File: config.mk
export PLATFORM = sky130hd
export DESIGN_NAME = fc_core
export DESIGN_NICKNAME = d
export VERILOG_FILES = /design/src/verilog/fc_array_pkg.sv /design/src/verilog/fc_arith_pkg.sv /design/src/verilog/fc_core.sv /design/src/verilog/fc_result.sv /design/src/verilog/fc_execute.sv /design/src/verilog/fc_pe.sv /design/src/verilog/fc_decode.sv /design/src/verilog/skew_line.sv
export SDC_FILE = /design/constraint.sdc
export NUM_CORES = 2
export LEC_CHECK = 0
export BUFFER_PORTS_ARGS = -buffer_cell sky130_fd_sc_hd__buf_2
export CAP_MARGIN = 20
export CORE_MARGIN = 2
export CORE_UTILIZATION = 62
export DETAILED_ROUTE_END_ITERATION = 16
export HOLD_SLACK_MARGIN = 0.1
export PLACE_DENSITY = 0.79
export SLEW_MARGIN = 20
export SYNTH_ARGS = -nofsm -noshare
export SYNTH_HDL_FRONTEND = slang
export SYNTH_HIERARCHICAL = 1
export SYNTH_SLANG_ARGS = --single-unit
File: constraint.sdc
create_clock -name clk -period 6.3 [get_ports clk]
set_input_delay 0.63 -clock clk [delete_from_list [all_inputs] [get_ports clk]]
set_output_delay 0.63 -clock clk [all_outputs]
set_load 0.01 [all_outputs]
File: src/verilog/fc_array_pkg.sv
// fc element array geometry: lane count, multiplier depth and step latencies
`default_nettype none

package fc_array_pkg;

  localparam int LANES = 4;   // output neurons, one element each

  // multiplier stages, operands in to signed product out
  localparam int MUL_STAGES = 8;

  // plus one accumulate stage
  localparam int PE_LATENCY = MUL_STAGES + 1;

  // last lane sees its feature LANES-1 steps late
  localparam int OUT_LATENCY = (LANES - 1) + PE_LATENCY;

  // result stage holds lanes 0..2 until lane 3 lands, so vectors may not overlap there
  localparam int MIN_VECTOR_STEPS = OUT_LATENCY + 1;

endpackage

`default_nettype wire

File: src/verilog/fc_arith_pkg.sv
// fc arithmetic formats: operand, product and accumulator types, requantization window
`default_nettype none

package fc_arith_pkg;

  ////////////////////////////////////////////////////////////////////////////
  // operand and accumulator widths
  ////////////////////////////////////////////////////////////////////////////
  localparam int OPERAND_W = 8;    // feature, weight and bias bytes
  localparam int ACC_W     = 28;   // room for long vectors of full scale products

  typedef logic signed [OPERAND_W-1:0]   operand_t;
  typedef logic signed [2*OPERAND_W-1:0] product_t;   // 8x8 signed product
  typedef logic signed [ACC_W-1:0]       acc_t;

  ////////////////////////////////////////////////////////////////////////////
  // requantization
  ////////////////////////////////////////////////////////////////////////////
  // output byte keeps sum bits QUANT_MSB down to QUANT_LSB
  // negative sums clip to zero, anything above the window to QUANT_MAX
  localparam int QUANT_LSB = 6;
  localparam int QUANT_MSB = 12;
  localparam int QUANT_MAX = 127;

endpackage

`default_nettype wire
File: src/verilog/fc_core.sv
// fc core: four neuron fully connected slice, decode to element array to requantized output
`default_nettype none

module fc_core (
  input  logic                   clk,
  input  logic                   rstn,
  input  logic                   step,
  input  fc_arith_pkg::operand_t feat,
  input  logic [fc_array_pkg::LANES*fc_arith_pkg::OPERAND_W-1:0] weight,
  input  logic                   first,
  input  logic                   last,
  input  logic [fc_array_pkg::LANES*fc_arith_pkg::OPERAND_W-1:0] bias,
  output logic                   out_valid,
  output logic [fc_array_pkg::LANES*fc_arith_pkg::OPERAND_W-1:0] out_data
);
  import fc_arith_pkg::*;
  import fc_array_pkg::*;

  operand_t                   lane_weight [LANES];
  logic [LANES-1:0]           lane_first;
  logic [LANES-1:0]           lane_last;
  logic [LANES-1:0]           lane_last_done;
  acc_t                       lane_sum    [LANES];
  logic [LANES*OPERAND_W-1:0] bias_held;

  fc_decode i_decode (
    .clk         (clk),
    .rstn        (rstn),
    .step        (step),
    .first       (first),
    .last        (last),
    .weight      (weight),
    .bias        (bias),
    .lane_weight (lane_weight),
    .lane_first  (lane_first),
    .lane_last   (lane_last),
    .bias_held   (bias_held)
  );

  fc_execute i_execute (
    .clk            (clk),
    .rstn           (rstn),
    .step           (step),
    .feat           (feat),
    .lane_weight    (lane_weight),
    .lane_first     (lane_first),
    .lane_last      (lane_last),
    .lane_sum       (lane_sum),
    .lane_last_done (lane_last_done)
  );

  fc_result i_result (
    .clk            (clk),
    .rstn           (rstn),
    .step           (step),
    .lane_sum       (lane_sum),
    .lane_last_done (lane_last_done),
    .bias_held      (bias_held),
    .out_valid      (out_valid),
    .out_data       (out_data)
  );

endmodule

`default_nettype wire

File: src/verilog/fc_result.sv
// fc result: collects lane sums, adds bias, clips to 7 bits and strobes the packed word
`default_nettype none

module fc_result (
  input  logic               clk,
  input  logic               rstn,
  input  logic               step,
  input  fc_arith_pkg::acc_t lane_sum [fc_array_pkg::LANES],
  input  logic [fc_array_pkg::LANES-1:0] lane_last_done,
  input  logic [fc_array_pkg::LANES*fc_arith_pkg::OPERAND_W-1:0] bias_held,
  output logic               out_valid,
  output logic [fc_array_pkg::LANES*fc_arith_pkg::OPERAND_W-1:0] out_data
);
  import fc_arith_pkg::*;
  import fc_array_pkg::*;

  acc_t                       sum_q      [LANES-1];   // early lanes wait for the last one
  acc_t                       lane_final [LANES];
  acc_t                       biased     [LANES];
  logic [LANES*OPERAND_W-1:0] result_word;
  logic                       emit;

  assign emit = step && lane_last_done[LANES-1];

  always_ff @(posedge clk) begin
    for (int k = 0; k < LANES-1; k++) begin
      if (step && lane_last_done[k]) begin
        sum_q[k] <= lane_sum[k];
      end
    end
  end

  ////////////////////////////////////////////////////////////////////////////
  // bias and requantization
  ////////////////////////////////////////////////////////////////////////////
  always_comb begin
    for (int k = 0; k < LANES-1; k++) begin
      lane_final[k] = sum_q[k];
    end
    lane_final[LANES-1] = lane_sum[LANES-1];   // last lane taken live
    for (int k = 0; k < LANES; k++) begin
      // bias byte is signed, extend before the add
      biased[k] = lane_final[k] + acc_t'(operand_t'(bias_held[k*OPERAND_W +: OPERAND_W]));
      if (biased[k][ACC_W-1]) begin
        result_word[k*OPERAND_W +: OPERAND_W] = '0;
      end else if (|biased[k][ACC_W-2:QUANT_MSB+1]) begin
        result_word[k*OPERAND_W +: OPERAND_W] = OPERAND_W'(QUANT_MAX);   // saturate
      end else begin
        result_word[k*OPERAND_W +: OPERAND_W] = OPERAND_W'(biased[k][QUANT_MSB:QUANT_LSB]);
      end
    end
  end

  always_ff @(posedge clk) begin
    if (emit) begin
      out_data <= result_word;
    end
  end

  // one cycle strobe, a frozen step keeps it low
  always_ff @(posedge clk) begin
    if (!rstn) begin
      out_valid <= 1'b0;
    end else begin
      out_valid <= emit;
    end
  end

endmodule

`default_nettype wire

File: src/verilog/fc_execute.sv
// fc execute: chain of elements passing the feature along, with last flag tracking
`default_nettype none

module fc_execute (
  input  logic                   clk,
  input  logic                   rstn,
  input  logic                   step,
  input  fc_arith_pkg::operand_t feat,
  input  fc_arith_pkg::operand_t lane_weight [fc_array_pkg::LANES],
  input  logic [fc_array_pkg::LANES-1:0] lane_first,
  input  logic [fc_array_pkg::LANES-1:0] lane_last,
  output fc_arith_pkg::acc_t     lane_sum [fc_array_pkg::LANES],
  output logic [fc_array_pkg::LANES-1:0] lane_last_done
);
  import fc_arith_pkg::*;
  import fc_array_pkg::*;

  operand_t              feat_link [LANES+1];   // feature between neighbours
  logic [PE_LATENCY-1:0] last_pipe [LANES];     // last flag, matched to the element depth

  assign feat_link[0] = feat;

  for (genvar k = 0; k < LANES; k++) begin : g_elem
    fc_pe i_pe (
      .clk      (clk),
      .rstn     (rstn),
      .step     (step),
      .first    (lane_first[k]),
      .feat_in  (feat_link[k]),
      .weight   (lane_weight[k]),
      .feat_out (feat_link[k+1]),
      .sum      (lane_sum[k])
    );

    always_ff @(posedge clk) begin
      if (!rstn) begin
        last_pipe[k] <= '0;
      end else if (step) begin
        last_pipe[k] <= {last_pipe[k][PE_LATENCY-2:0], lane_last[k]};
      end
    end

    // high while lane_sum[k] holds the finished vector
    assign lane_last_done[k] = last_pipe[k][PE_LATENCY-1];
  end

endmodule

`default_nettype wire

File: src/verilog/fc_pe.sv
// fc processing element: pipelined signed 8x8 multiply, 28-bit accumulate, feature forward
`default_nettype none

module fc_pe (
  input  logic                   clk,
  input  logic                   rstn,
  input  logic                   step,
  input  logic                   first,
  input  fc_arith_pkg::operand_t feat_in,
  input  fc_arith_pkg::operand_t weight,
  output fc_arith_pkg::operand_t feat_out,
  output fc_arith_pkg::acc_t     sum
);
  import fc_arith_pkg::*;
  import fc_array_pkg::*;

  logic [OPERAND_W-1:0]  a_mag;
  logic [OPERAND_W-1:0]  b_mag;
  logic [OPERAND_W-1:0]  pp     [OPERAND_W];   // partial products
  logic [OPERAND_W-1:0]  pp_q   [OPERAND_W];
  logic [5:0]            lo2    [4];
  logic [5:0]            lo2_q  [4];
  logic [2:0]            hi2e_q [4];
  logic [3:0]            hi2o_q [4];
  logic [4:0]            hi3    [4];
  logic [9:0]            s3_q   [4];
  logic [7:0]            lo4    [2];
  logic [7:0]            lo4_q  [2];
  logic [2:0]            hi4e_q [2];
  logic [4:0]            hi4o_q [2];
  logic [4:0]            hi5    [2];
  logic [11:0]           s5_q   [2];
  logic [9:0]            lo6;
  logic [9:0]            lo6_q;
  logic [2:0]            hi6e_q;
  logic [6:0]            hi6o_q;
  logic [6:0]            hi7;
  logic [15:0]           mag;
  logic [15:0]           mag_q;
  product_t              prod_q;
  acc_t                  acc_base;
  logic [MUL_STAGES-1:1] sign_q;    // product sign, stages 1..7
  logic [MUL_STAGES:1]   first_q;   // first flag rides along to the accumulator

  // stage 1 operands as magnitudes, -128 maps to 128
  assign a_mag = feat_in[OPERAND_W-1] ? -feat_in : feat_in;
  assign b_mag = weight[OPERAND_W-1] ? -weight : weight;

  ////////////////////////////////////////////////////////////////////////////
  // reduction tree, low half added first and its carry folded into the high half
  ////////////////////////////////////////////////////////////////////////////
  always_comb begin
    for (int i = 0; i < OPERAND_W; i++) begin
      pp[i] = b_mag[i] ? a_mag : '0;
    end
    for (int j = 0; j < 4; j++) begin   // pairs of partial products, shift 1
      lo2[j] = {1'b0, pp_q[2*j][4:0]} + {1'b0, pp_q[2*j+1][3:0], 1'b0};
      hi3[j] = {2'b0, hi2e_q[j]} + {1'b0, hi2o_q[j]} + {4'b0, lo2_q[j][5]};
    end
    for (int m = 0; m < 2; m++) begin   // shift 2
      lo4[m] = {1'b0, s3_q[2*m][6:0]} + {1'b0, s3_q[2*m+1][4:0], 2'b0};
      hi5[m] = {2'b0, hi4e_q[m]} + hi4o_q[m] + {4'b0, lo4_q[m][7]};
    end
    lo6 = {1'b0, s5_q[0][8:0]} + {1'b0, s5_q[1][4:0], 4'b0};   // shift 4
    hi7 = {4'b0, hi6e_q} + hi6o_q + {6'b0, lo6_q[9]};
    mag = {hi7, lo6_q[8:0]};
  end

  assign acc_base = first_q[MUL_STAGES] ? '0 : sum;   // first element restarts the sum

  // datapath registers
  always_ff @(posedge clk) begin
    if (step) begin
      feat_out <= feat_in;
      pp_q     <= pp;
      for (int j = 0; j < 4; j++) begin
        lo2_q[j]  <= lo2[j];
        hi2e_q[j] <= pp_q[2*j][7:5];
        hi2o_q[j] <= pp_q[2*j+1][7:4];
        s3_q[j]   <= {hi3[j], lo2_q[j][4:0]};
      end
      for (int m = 0; m < 2; m++) begin
        lo4_q[m]  <= lo4[m];
        hi4e_q[m] <= s3_q[2*m][9:7];
        hi4o_q[m] <= s3_q[2*m+1][9:5];
        s5_q[m]   <= {hi5[m], lo4_q[m][6:0]};
      end
      lo6_q  <= lo6;
      hi6e_q <= s5_q[0][11:9];
      hi6o_q <= s5_q[1][11:5];
      mag_q  <= mag;
      prod_q <= sign_q[MUL_STAGES-1] ? -product_t'(mag_q) : product_t'(mag_q);
      sum    <= acc_base + acc_t'(prod_q);   // stage 9
    end
  end

  // control flags
  always_ff @(posedge clk) begin
    if (!rstn) begin
      sign_q  <= '0;
      first_q <= '0;
    end else if (step) begin
      sign_q  <= {sign_q[MUL_STAGES-2:1], feat_in[OPERAND_W-1] ^ weight[OPERAND_W-1]};
      first_q <= {first_q[MUL_STAGES-1:1], first};
    end
  end

endmodule

`default_nettype wire

File: src/verilog/fc_decode.sv
// fc decode: skews weights and flags per lane to meet the forwarded feature, holds bias
`default_nettype none

module fc_decode (
  input  logic                   clk,
  input  logic                   rstn,
  input  logic                   step,
  input  logic                   first,
  input  logic                   last,
  input  logic [fc_array_pkg::LANES*fc_arith_pkg::OPERAND_W-1:0] weight,
  input  logic [fc_array_pkg::LANES*fc_arith_pkg::OPERAND_W-1:0] bias,
  output fc_arith_pkg::operand_t lane_weight [fc_array_pkg::LANES],
  output logic [fc_array_pkg::LANES-1:0] lane_first,
  output logic [fc_array_pkg::LANES-1:0] lane_last,
  output logic [fc_array_pkg::LANES*fc_arith_pkg::OPERAND_W-1:0] bias_held
);
  import fc_arith_pkg::*;
  import fc_array_pkg::*;

  typedef logic [LANES*OPERAND_W-1:0] bias_group_t;

  bias_group_t bias_skew;   // bias word aligned to the last lane

  ////////////////////////////////////////////////////////////////////////////
  // per lane skew, lane k trails the input by k steps
  ////////////////////////////////////////////////////////////////////////////
  for (genvar k = 0; k < LANES; k++) begin : g_lane
    skew_line #(.payload_t(operand_t), .DEPTH(k)) i_weight_skew (
      .clk  (clk),
      .rstn (rstn),
      .step (step),
      .din  (operand_t'(weight[k*OPERAND_W +: OPERAND_W])),
      .dout (lane_weight[k])
    );

    skew_line #(.payload_t(logic), .DEPTH(k)) i_first_skew (
      .clk  (clk),
      .rstn (rstn),
      .step (step),
      .din  (first),
      .dout (lane_first[k])
    );

    skew_line #(.payload_t(logic), .DEPTH(k)) i_last_skew (
      .clk  (clk),
      .rstn (rstn),
      .step (step),
      .din  (last),
      .dout (lane_last[k])
    );
  end

  ////////////////////////////////////////////////////////////////////////////
  // bias, follows the last lane and is latched with its last flag
  ////////////////////////////////////////////////////////////////////////////
  skew_line #(.payload_t(bias_group_t), .DEPTH(LANES-1)) i_bias_skew (
    .clk  (clk),
    .rstn (rstn),
    .step (step),
    .din  (bias),
    .dout (bias_skew)
  );

  always_ff @(posedge clk) begin
    if (step && lane_last[LANES-1]) begin
      bias_held <= bias_skew;   // stays put until the next vector closes
    end
  end

endmodule

`default_nettype wire

File: src/verilog/skew_line.sv
// step-enabled delay line of configurable depth for an arbitrary payload type
`default_nettype none

module skew_line #(
  parameter type payload_t = logic,
  parameter int  DEPTH     = 1
) (
  input  logic     clk,
  input  logic     rstn,
  input  logic     step,
  input  payload_t din,
  output payload_t dout
);

  if (DEPTH == 0) begin : g_pass
    assign dout = din;   // lane 0 needs no alignment
  end else begin : g_regs
    payload_t stage_q [DEPTH];

    always_ff @(posedge clk) begin
      if (!rstn) begin
        for (int i = 0; i < DEPTH; i++) begin
          stage_q[i] <= '0;
        end
      end else if (step) begin
        stage_q[0] <= din;
        for (int i = 1; i < DEPTH; i++) begin
          stage_q[i] <= stage_q[i-1];
        end
      end
    end

    assign dout = stage_q[DEPTH-1];
  end

endmodule

`default_nettype wire

After elaboration in Yosys (flattened, before gate mapping)
Memories as Yosys holds them, arrays and structs flattened. A register that Yosys moved wholly into a read port is not among the register bits.
Cells that the tools add are included.
{"block": "op_classes", "n_addsub": 104, "n_mux": 59, "bitwise": 26, "n_reduce_logical": 19}
{"op": "5-bit by 1-bit adder with 5-bit output", "count": 24}
{"op": "28-bit by 16-bit adder with 28-bit output", "count": 4}
{"op": "28-bit by 8-bit adder with 28-bit output", "count": 4}
{"op": "28-bit 2-to-1 mux", "count": 4}
{"op": "8-bit 2-to-1 mux", "count": 14}
{"op": "5-bit by 5-bit adder with 6-bit output", "count": 16}
{"op": "32-bit 2-to-1 mux", "count": 3}
{"op": "3-bit by 4-bit adder with 5-bit output", "count": 16}
{"op": "7-bit by 7-bit adder with 8-bit output", "count": 8}
{"op": "16-bit 2-to-1 mux", "count": 4}
{"op": "16-bit negator", "count": 4}
{"op": "8-bit negator", "count": 8}
{"op": "15-bit OR reduction", "count": 4}
{"op": "14-bit OR reduction", "count": 4}
{"op": "3-bit by 5-bit adder with 5-bit output", "count": 8}
{"op": "9-bit by 9-bit adder with 10-bit output", "count": 4}
{"op": "9-bit 2-to-1 mux", "count": 4}
{"op": "3-bit by 7-bit adder with 7-bit output", "count": 4}
{"op": "7-bit by 1-bit adder with 7-bit output", "count": 4}
{"op": "7-bit 2-to-1 mux", "count": 4}
{"op": "1-bit 2-to-1 mux", "count": 26}
{"op": "1-bit OR", "count": 22}
{"op": "8-bit OR reduction", "count": 1}
{"op": "1-bit logical AND", "count": 5}
{"op": "other kinds (3)", "count": 9}
{"block": "totals", "register_bits": 693, "ramBits": 868, "in_bits": 77, "output_inout_bits": 33, "word_cells": 328, "memories": 44}
{"name": "i_decode.i_bias_skew.g_regs.stage_q", "words": 3, "word_bits": 32, "rd": 3, "rd_clocked_by_memory_dff": 1, "write_ports": 3, "line": "skew_line.sv:18", "source": "payload_t stage_q [DEPTH];"}
{"name": "i_result.sum_q", "words": 3, "word_bits": 28, "rd": 3, "rd_clocked_by_memory_dff": 0, "write_ports": 3, "line": "fc_result.sv:17", "source": "acc_t sum_q [LANES-1];"}
{"name": "i_execute.g_elem[0].i_pe.s3_q", "words": 4, "word_bits": 10, "rd": 4, "rd_clocked_by_memory_dff": 0, "write_ports": 4, "line": "fc_pe.sv:26", "source": "logic [9:0] s3_q [4];"}
{"name": "i_execute.g_elem[1].i_pe.s3_q", "words": 4, "word_bits": 10, "rd": 4, "rd_clocked_by_memory_dff": 0, "write_ports": 4, "line": "fc_pe.sv:26"}
{"name": "i_execute.g_elem[2].i_pe.s3_q", "words": 4, "word_bits": 10, "rd": 4, "rd_clocked_by_memory_dff": 0, "write_ports": 4, "line": "fc_pe.sv:26"}
{"name": "i_execute.g_elem[3].i_pe.s3_q", "words": 4, "word_bits": 10, "rd": 4, "rd_clocked_by_memory_dff": 0, "write_ports": 4, "line": "fc_pe.sv:26"}
{"name": "+38 memories"}

Depth between registers and ports, before layout
{"block": "depth", "word_depth": 5, "ltp_mapped": 14, "ltp_nobuf": 12}

By module
Netlist, hierarchy kept.
{"mod": "fc_pe (i_execute.g_elem[2].i_pe ...)", "n_inst": 2, "cells_per_inst": 1005, "area_per_inst_um2": 14143.6}
{"mod": "fc_pe (i_execute.g_elem[0].i_pe)", "n_inst": 1, "cells_per_inst": 971, "area_per_inst_um2": 13995.9}
{"mod": "fc_pe (i_execute.g_elem[1].i_pe)", "n_inst": 1, "cells_per_inst": 942, "area_per_inst_um2": 13877.1}
{"mod": "fc_result", "n_inst": 1, "cells_per_inst": 918, "area_per_inst_um2": 9095.0}
{"mod": "skew_line (i_decode.i_bias_skew)", "n_inst": 1, "cells_per_inst": 245, "area_per_inst_um2": 3943.8}
{"mod": "fc_execute", "n_inst": 1, "cells_per_inst": 83, "area_per_inst_um2": 1418.9}
{"mod": "skew_line (i_decode.g_lane[3].i_weight_skew)", "n_inst": 1, "cells_per_inst": 61, "area_per_inst_um2": 974.7}
{"mod": "fc_decode", "n_inst": 1, "cells_per_inst": 33, "area_per_inst_um2": 967.2}
{"mod": "skew_line (i_decode.g_lane[2].i_weight_skew)", "n_inst": 1, "cells_per_inst": 43, "area_per_inst_um2": 673.1}
{"mod": "skew_line (i_decode.g_lane[1].i_weight_skew)", "n_inst": 1, "cells_per_inst": 17, "area_per_inst_um2": 296.5}
{"mod": "skew_line (i_decode.g_lane[3].i_first_skew ...)", "n_inst": 2, "cells_per_inst": 7, "area_per_inst_um2": 115.1}
{"mod": "skew_line (i_decode.g_lane[2].i_first_skew ...)", "n_inst": 2, "cells_per_inst": 5, "area_per_inst_um2": 78.8}
{"mod": "skew_line (i_decode.g_lane[1].i_first_skew ...)", "n_inst": 2, "cells_per_inst": 3, "area_per_inst_um2": 42.5}
{"mod": "skew_line (i_decode.g_lane[0].i_weight_skew)", "n_inst": 1, "cells_per_inst": 8, "area_per_inst_um2": 60.1}
{"mod": "skew_line (i_decode.g_lane[0].i_first_skew ...)", "n_inst": 2, "cells_per_inst": 1, "area_per_inst_um2": 7.5}

Least setup slack after synthesis
Ideal clock, no wire load.
{"block": "synth_timing", "path_kind": "register to register", "startpoint": "register i_decode/bias_held[15] in the netlist's numbering, read port of i_decode.i_bias_skew.g_regs.stage_q", "endpoint": "register i_result/out_data[10] in the netlist's numbering (data pin)", "setup_time_ps": 264, "arrival_ps": 3509, "required_time_ps": 6036, "path_slack_ps": 2527, "stages_incl_launch_ff": 13, "path_buffers": 2, "cell_sequence": "edfxtp_1 ha_1 clkbuf_1 nand4_1 nor4_1 o21ai_1 nand2_1 a21boi_1 mux2i_1 a2111o_1 or4_1 buf_2 o41a_1"}
{"block": "synth_via", "elab_chain_len": 3}
{"element": "start, declared", "line": "fc_decode.sv:15", "source": "output logic [fc_array_pkg::LANES*fc_arith_pkg::OPERAND_W-1:0] bias_held"}
{"element": "28-bit by 8-bit adder with 28-bit output *", "line": "fc_result.sv:43", "source": "biased[k] = lane_final[k] + acc_t'(operand_t'(bias_held[k*OPERAND_W +: OPERAND_W]));"}
{"element": "14-bit OR reduction", "line": "fc_result.sv:46", "source": "end else if (|biased[k][ACC_W-2:QUANT_MSB+1]) begin"}
{"element": "7-bit 2-to-1 mux", "line": "fc_result.sv:46"}
{"element": "end signal, assigned", "line": "fc_result.sv:56", "source": "out_data <= result_word;"}
{"element": "end, declared", "line": "fc_result.sv:12", "source": "output logic [fc_array_pkg::LANES*fc_arith_pkg::OPERAND_W-1:0] out_data"}
Every way passes the cells marked *; elsewhere a longest branch is shown, timed or not.
A chain may end at the register's enable or synchronous reset.

Final worst setup path
{"block": "layout_timing", "startpoint": "register i_decode/bias_held[31] in the netlist's numbering, read port of i_decode.i_bias_skew.g_regs.stage_q", "endpoint": "register i_result/out_data[25] in the netlist's numbering (data pin)"}
The elaborated chain is that of the path after synthesis.

==> results.sh <==
export IMPL_dpl_worst_slack_ns=1.96
export IMPL_grt_usage_pct=21.2
export IMPL_ir_drop_mv=0.273
export IMPL_grt_pass1_vias=40308
export IMPL_cp_start_kind="flip-flop"
export IMPL_gp_congestion=0.872
export IMPL_arrival_ns=4.80
export IMPL_cts_clk_slew_worst_paths_ns=0.06
export IMPL_antenna_found_initial=1
export IMPL_syn_to_final_growth_pct=9.78
export IMPL_grt_util_met3_pct=3.03
export IMPL_busiest_layer="met2"
export IMPL_grt_pass1_wl_um=207000
export IMPL_route_detailed_drc=0
export IMPL_setup_slack_ns=1.94
export IMPL_max_stage_delay_ns=0.86
export IMPL_grt_ovfl_total=0
export IMPL_placed_cell_area_um2=75600
export IMPL_max_freq_mhz=229
export IMPL_status="finished, final reports clean"
export IMPL_place_hpwl_um=85500
export IMPL_cp_slowest_cell="edfxtp_1"
export IMPL_vias=40617
export IMPL_clkSinkCount=1593
export IMPL_slew_violations=0
export IMPL_final_area_um2=81100
export IMPL_via_per_inst=5.68
export IMPL_initial_utilization_pct=62.5
export IMPL_syn_inst=5355
export IMPL_cts_inserted_buffers=161
export IMPL_detail_route_wl_per_cell_um=18.0
export IMPL_path_max_fanout=21
export IMPL_finalPower_mw=30.6
export IMPL_htree_levels=4
export IMPL_hold_viol=0
export IMPL_relSlewSlack_pct=28.7
export IMPL_dr_pass1_iters=5
export IMPL_cts_setup_buffers=0
export IMPL_clk_path_buf_depth=3
export IMPL_clock_root_buffer="clkbuf_16"
export IMPL_tightestPinTransition_ns=1.07
export IMPL_rows=126
export IMPL_dieArea_um2=122000
export IMPL_nets=6043
export IMPL_max_cap_viol_count=0
export IMPL_cts_tree="yes"
export IMPL_grt_use_met2_pct=35.5
export IMPL_skew_ns=0.0303
export IMPL_syn_nets=5924
export IMPL_ios=110
export IMPL_drive_gt1_share_pct=9.71
export IMPL_drt_initial_drc_count=3026
export IMPL_grt_max_degree=202
export IMPL_path_class="reg -> reg"
export IMPL_hp_class="in -> reg"
export IMPL_use_met1_pct=29.0
export IMPL_path_cells="ha_1 -> and4_1 -> and3_1 -> a22oi_2 -> mux2i_1 -> or4_1 -> a2111oi_0 -> nand4_1 -> nor2_1 -> a21oi_1"
export IMPL_end_kind="flip-flop"
export IMPL_setup_viol=0
export IMPL_leakagePower_nw=31.9
export IMPL_core_area_um2=118000
export IMPL_fin_crit_ns=4.36
export IMPL_clk_latency_ns=0.75
export IMPL_rsz0062_at_grt="no"
export IMPL_syn_avg_cell_area_um2=13.8
export IMPL_diodes=0
export IMPL_postRouteAntennaNets=0
export IMPL_fin_crit_sh_pct=69.2
export IMPL_port_buffers=109
export IMPL_power_density_nw_per_um2=378
export IMPL_tns_ns=0
export IMPL_netlist_area_um2=73800
export IMPL_routed_wl_um=129000
export IMPL_critPathRequiredTime_ns=6.74
export IMPL_ys_warnings_count=6
export IMPL_die_y_um=349
export IMPL_die_width_um=349
report_power, final:
group | switching (mW) | internal [mW] | total (mW)
sequential | 0.647 | 13.6 | 14.3
clock | 3.97 | 5.56 | 9.53
combinational | 4.00 | 2.85 | 6.86
total | 8.62 | 22.0 | 30.6
final timing paths:
kind	start	endpoint	slack, ns	cells after the start
max	i_decode/bias_held[31]	i_result/out_data[25]	1.94	10
min	bias[0]	i_decode/i_bias_skew/g_regs.stage_q[0][0]	0.19	2
min reg2reg	i_execute/g_elem[3].i_pe/pp_q[40]	i_execute/g_elem[3].i_pe/lo2_q[1][0]	0.41	0
max reg2reg	i_decode/bias_held[31]	i_result/out_data[25]	1.94	10
critical path: cells and delay by family (launching register included):
family	cells	cell delay (ns)
AND/OR/NAND/NOR	5	1.57
AO/OA/AOI/OAI	3	1.08
flip-flops	1	0.86
adder cells (fa/ha/maj)	1	0.44
multiplexers	1	0.13
what timing repair did:
action                    in CTS  in global routing
gates resized for setup        0                  0
hold endpoints to repair       7                  0
hold buffers                   7                  0
cell usage in the layout, fill, tap and decap left out, types with 15 or more instances in the layout:
| cell type | count |
|---|---|
| nor3_1 | 31 |
| inv_1 | 329 |
| nor2b_1 | 234 |
| mux2i_1 | 77 |
| a31oi_1 | 15 |
| nand2b_1 | 80 |
| o211ai_1 | 23 |
| o21bai_1 | 23 |
| xor2_1 | 129 |
| a211oi_1 | 24 |
| buf_2 | 107 |
| xnor2_1 | 268 |
| a21oi_1 | 300 |
| o21ai_0 | 170 |
| a21o_1 | 145 |
| and3_2 | 106 |
| nor2_1 | 370 |
| or3_1 | 28 |
| and2_1 | 16 |
| fa_1 | 88 |
| nand3_1 | 50 |
| clkinv_1 | 37 |
| edfxtp_1 | 1532 |
| nand2_1 | 220 |
| clkbuf_16 | 166 |
| bufinv_16 | 15 |
| o21a_1 | 24 |
| dfxtp_1 | 60 |
| ha_1 | 404 |
| clkinv_2 | 33 |
| nand4_1 | 31 |
| clkbuf_1 | 18 |
| o31ai_1 | 31 |
| and3_1 | 109 |
sequential cells by signal, summed over array words and instances, names as in the netlist, 36 cells and up:
register                                      cells
i_execute/g_elem.i_pe/pp_q                      256
i_execute/g_elem.i_pe/hi4o_q                     40
i_execute/g_elem.i_pe/lo4_q                      64
i_execute/g_elem.i_pe/mag_q                      64
i_decode/i_bias_skew/g_regs.stage_q              96
i_result/sum_q                                   84
i_decode/g_lane.i_weight_skew/g_regs.stage_q     48
i_execute/g_elem.i_pe/s3_q                      160
i_execute/g_elem.i_pe/sum                       112
i_execute/g_elem.i_pe/s5_q                       96
i_execute/g_elem.i_pe/hi2o_q                     64
i_execute/g_elem.i_pe/prod_q                     64
i_execute/g_elem.i_pe/hi2e_q                     48
i_execute/last_pipe                              36
i_execute/g_elem.i_pe/lo2_q                      96
i_execute/g_elem.i_pe/lo6_q                      40
metrics by stage:
| step | util, % | hold slack (ns) | instances |
|---|---|---|---|
| 2_1_floorplan | - | 0.400 | 5355 |
| 4_1_cts | 68.6 | 0.136 | 7146 |
| 5_1_grt | 68.6 | 0.159 | 7146 |
| 3_5_place_dp | 64.0 | 0.405 | 6840 |
| 6_report | 68.6 | 0.193 | 7146 |
| 3_3_place_gp | 64.0 | 0.400 | 6840 |
final cells by class:
cell class	count	area [µm²]
clock buffer	191	4320
multi-input combinational	3244	24300
timing repair buffer	137	885
clock inverter	108	1100
sequential	1593	47200
tap	1536	1920
inverter	337	1260
fill	7719	37000
per-layer routing:
metal | vias up | wire [µm]
li1 | 19855 | -
met5 | - | 0
met3 | 213 | 5600
met4 | 0 | 3020
met1 | 19637 | 57000
met2 | 912 | 63300
(Power assumes the default switching activity.)
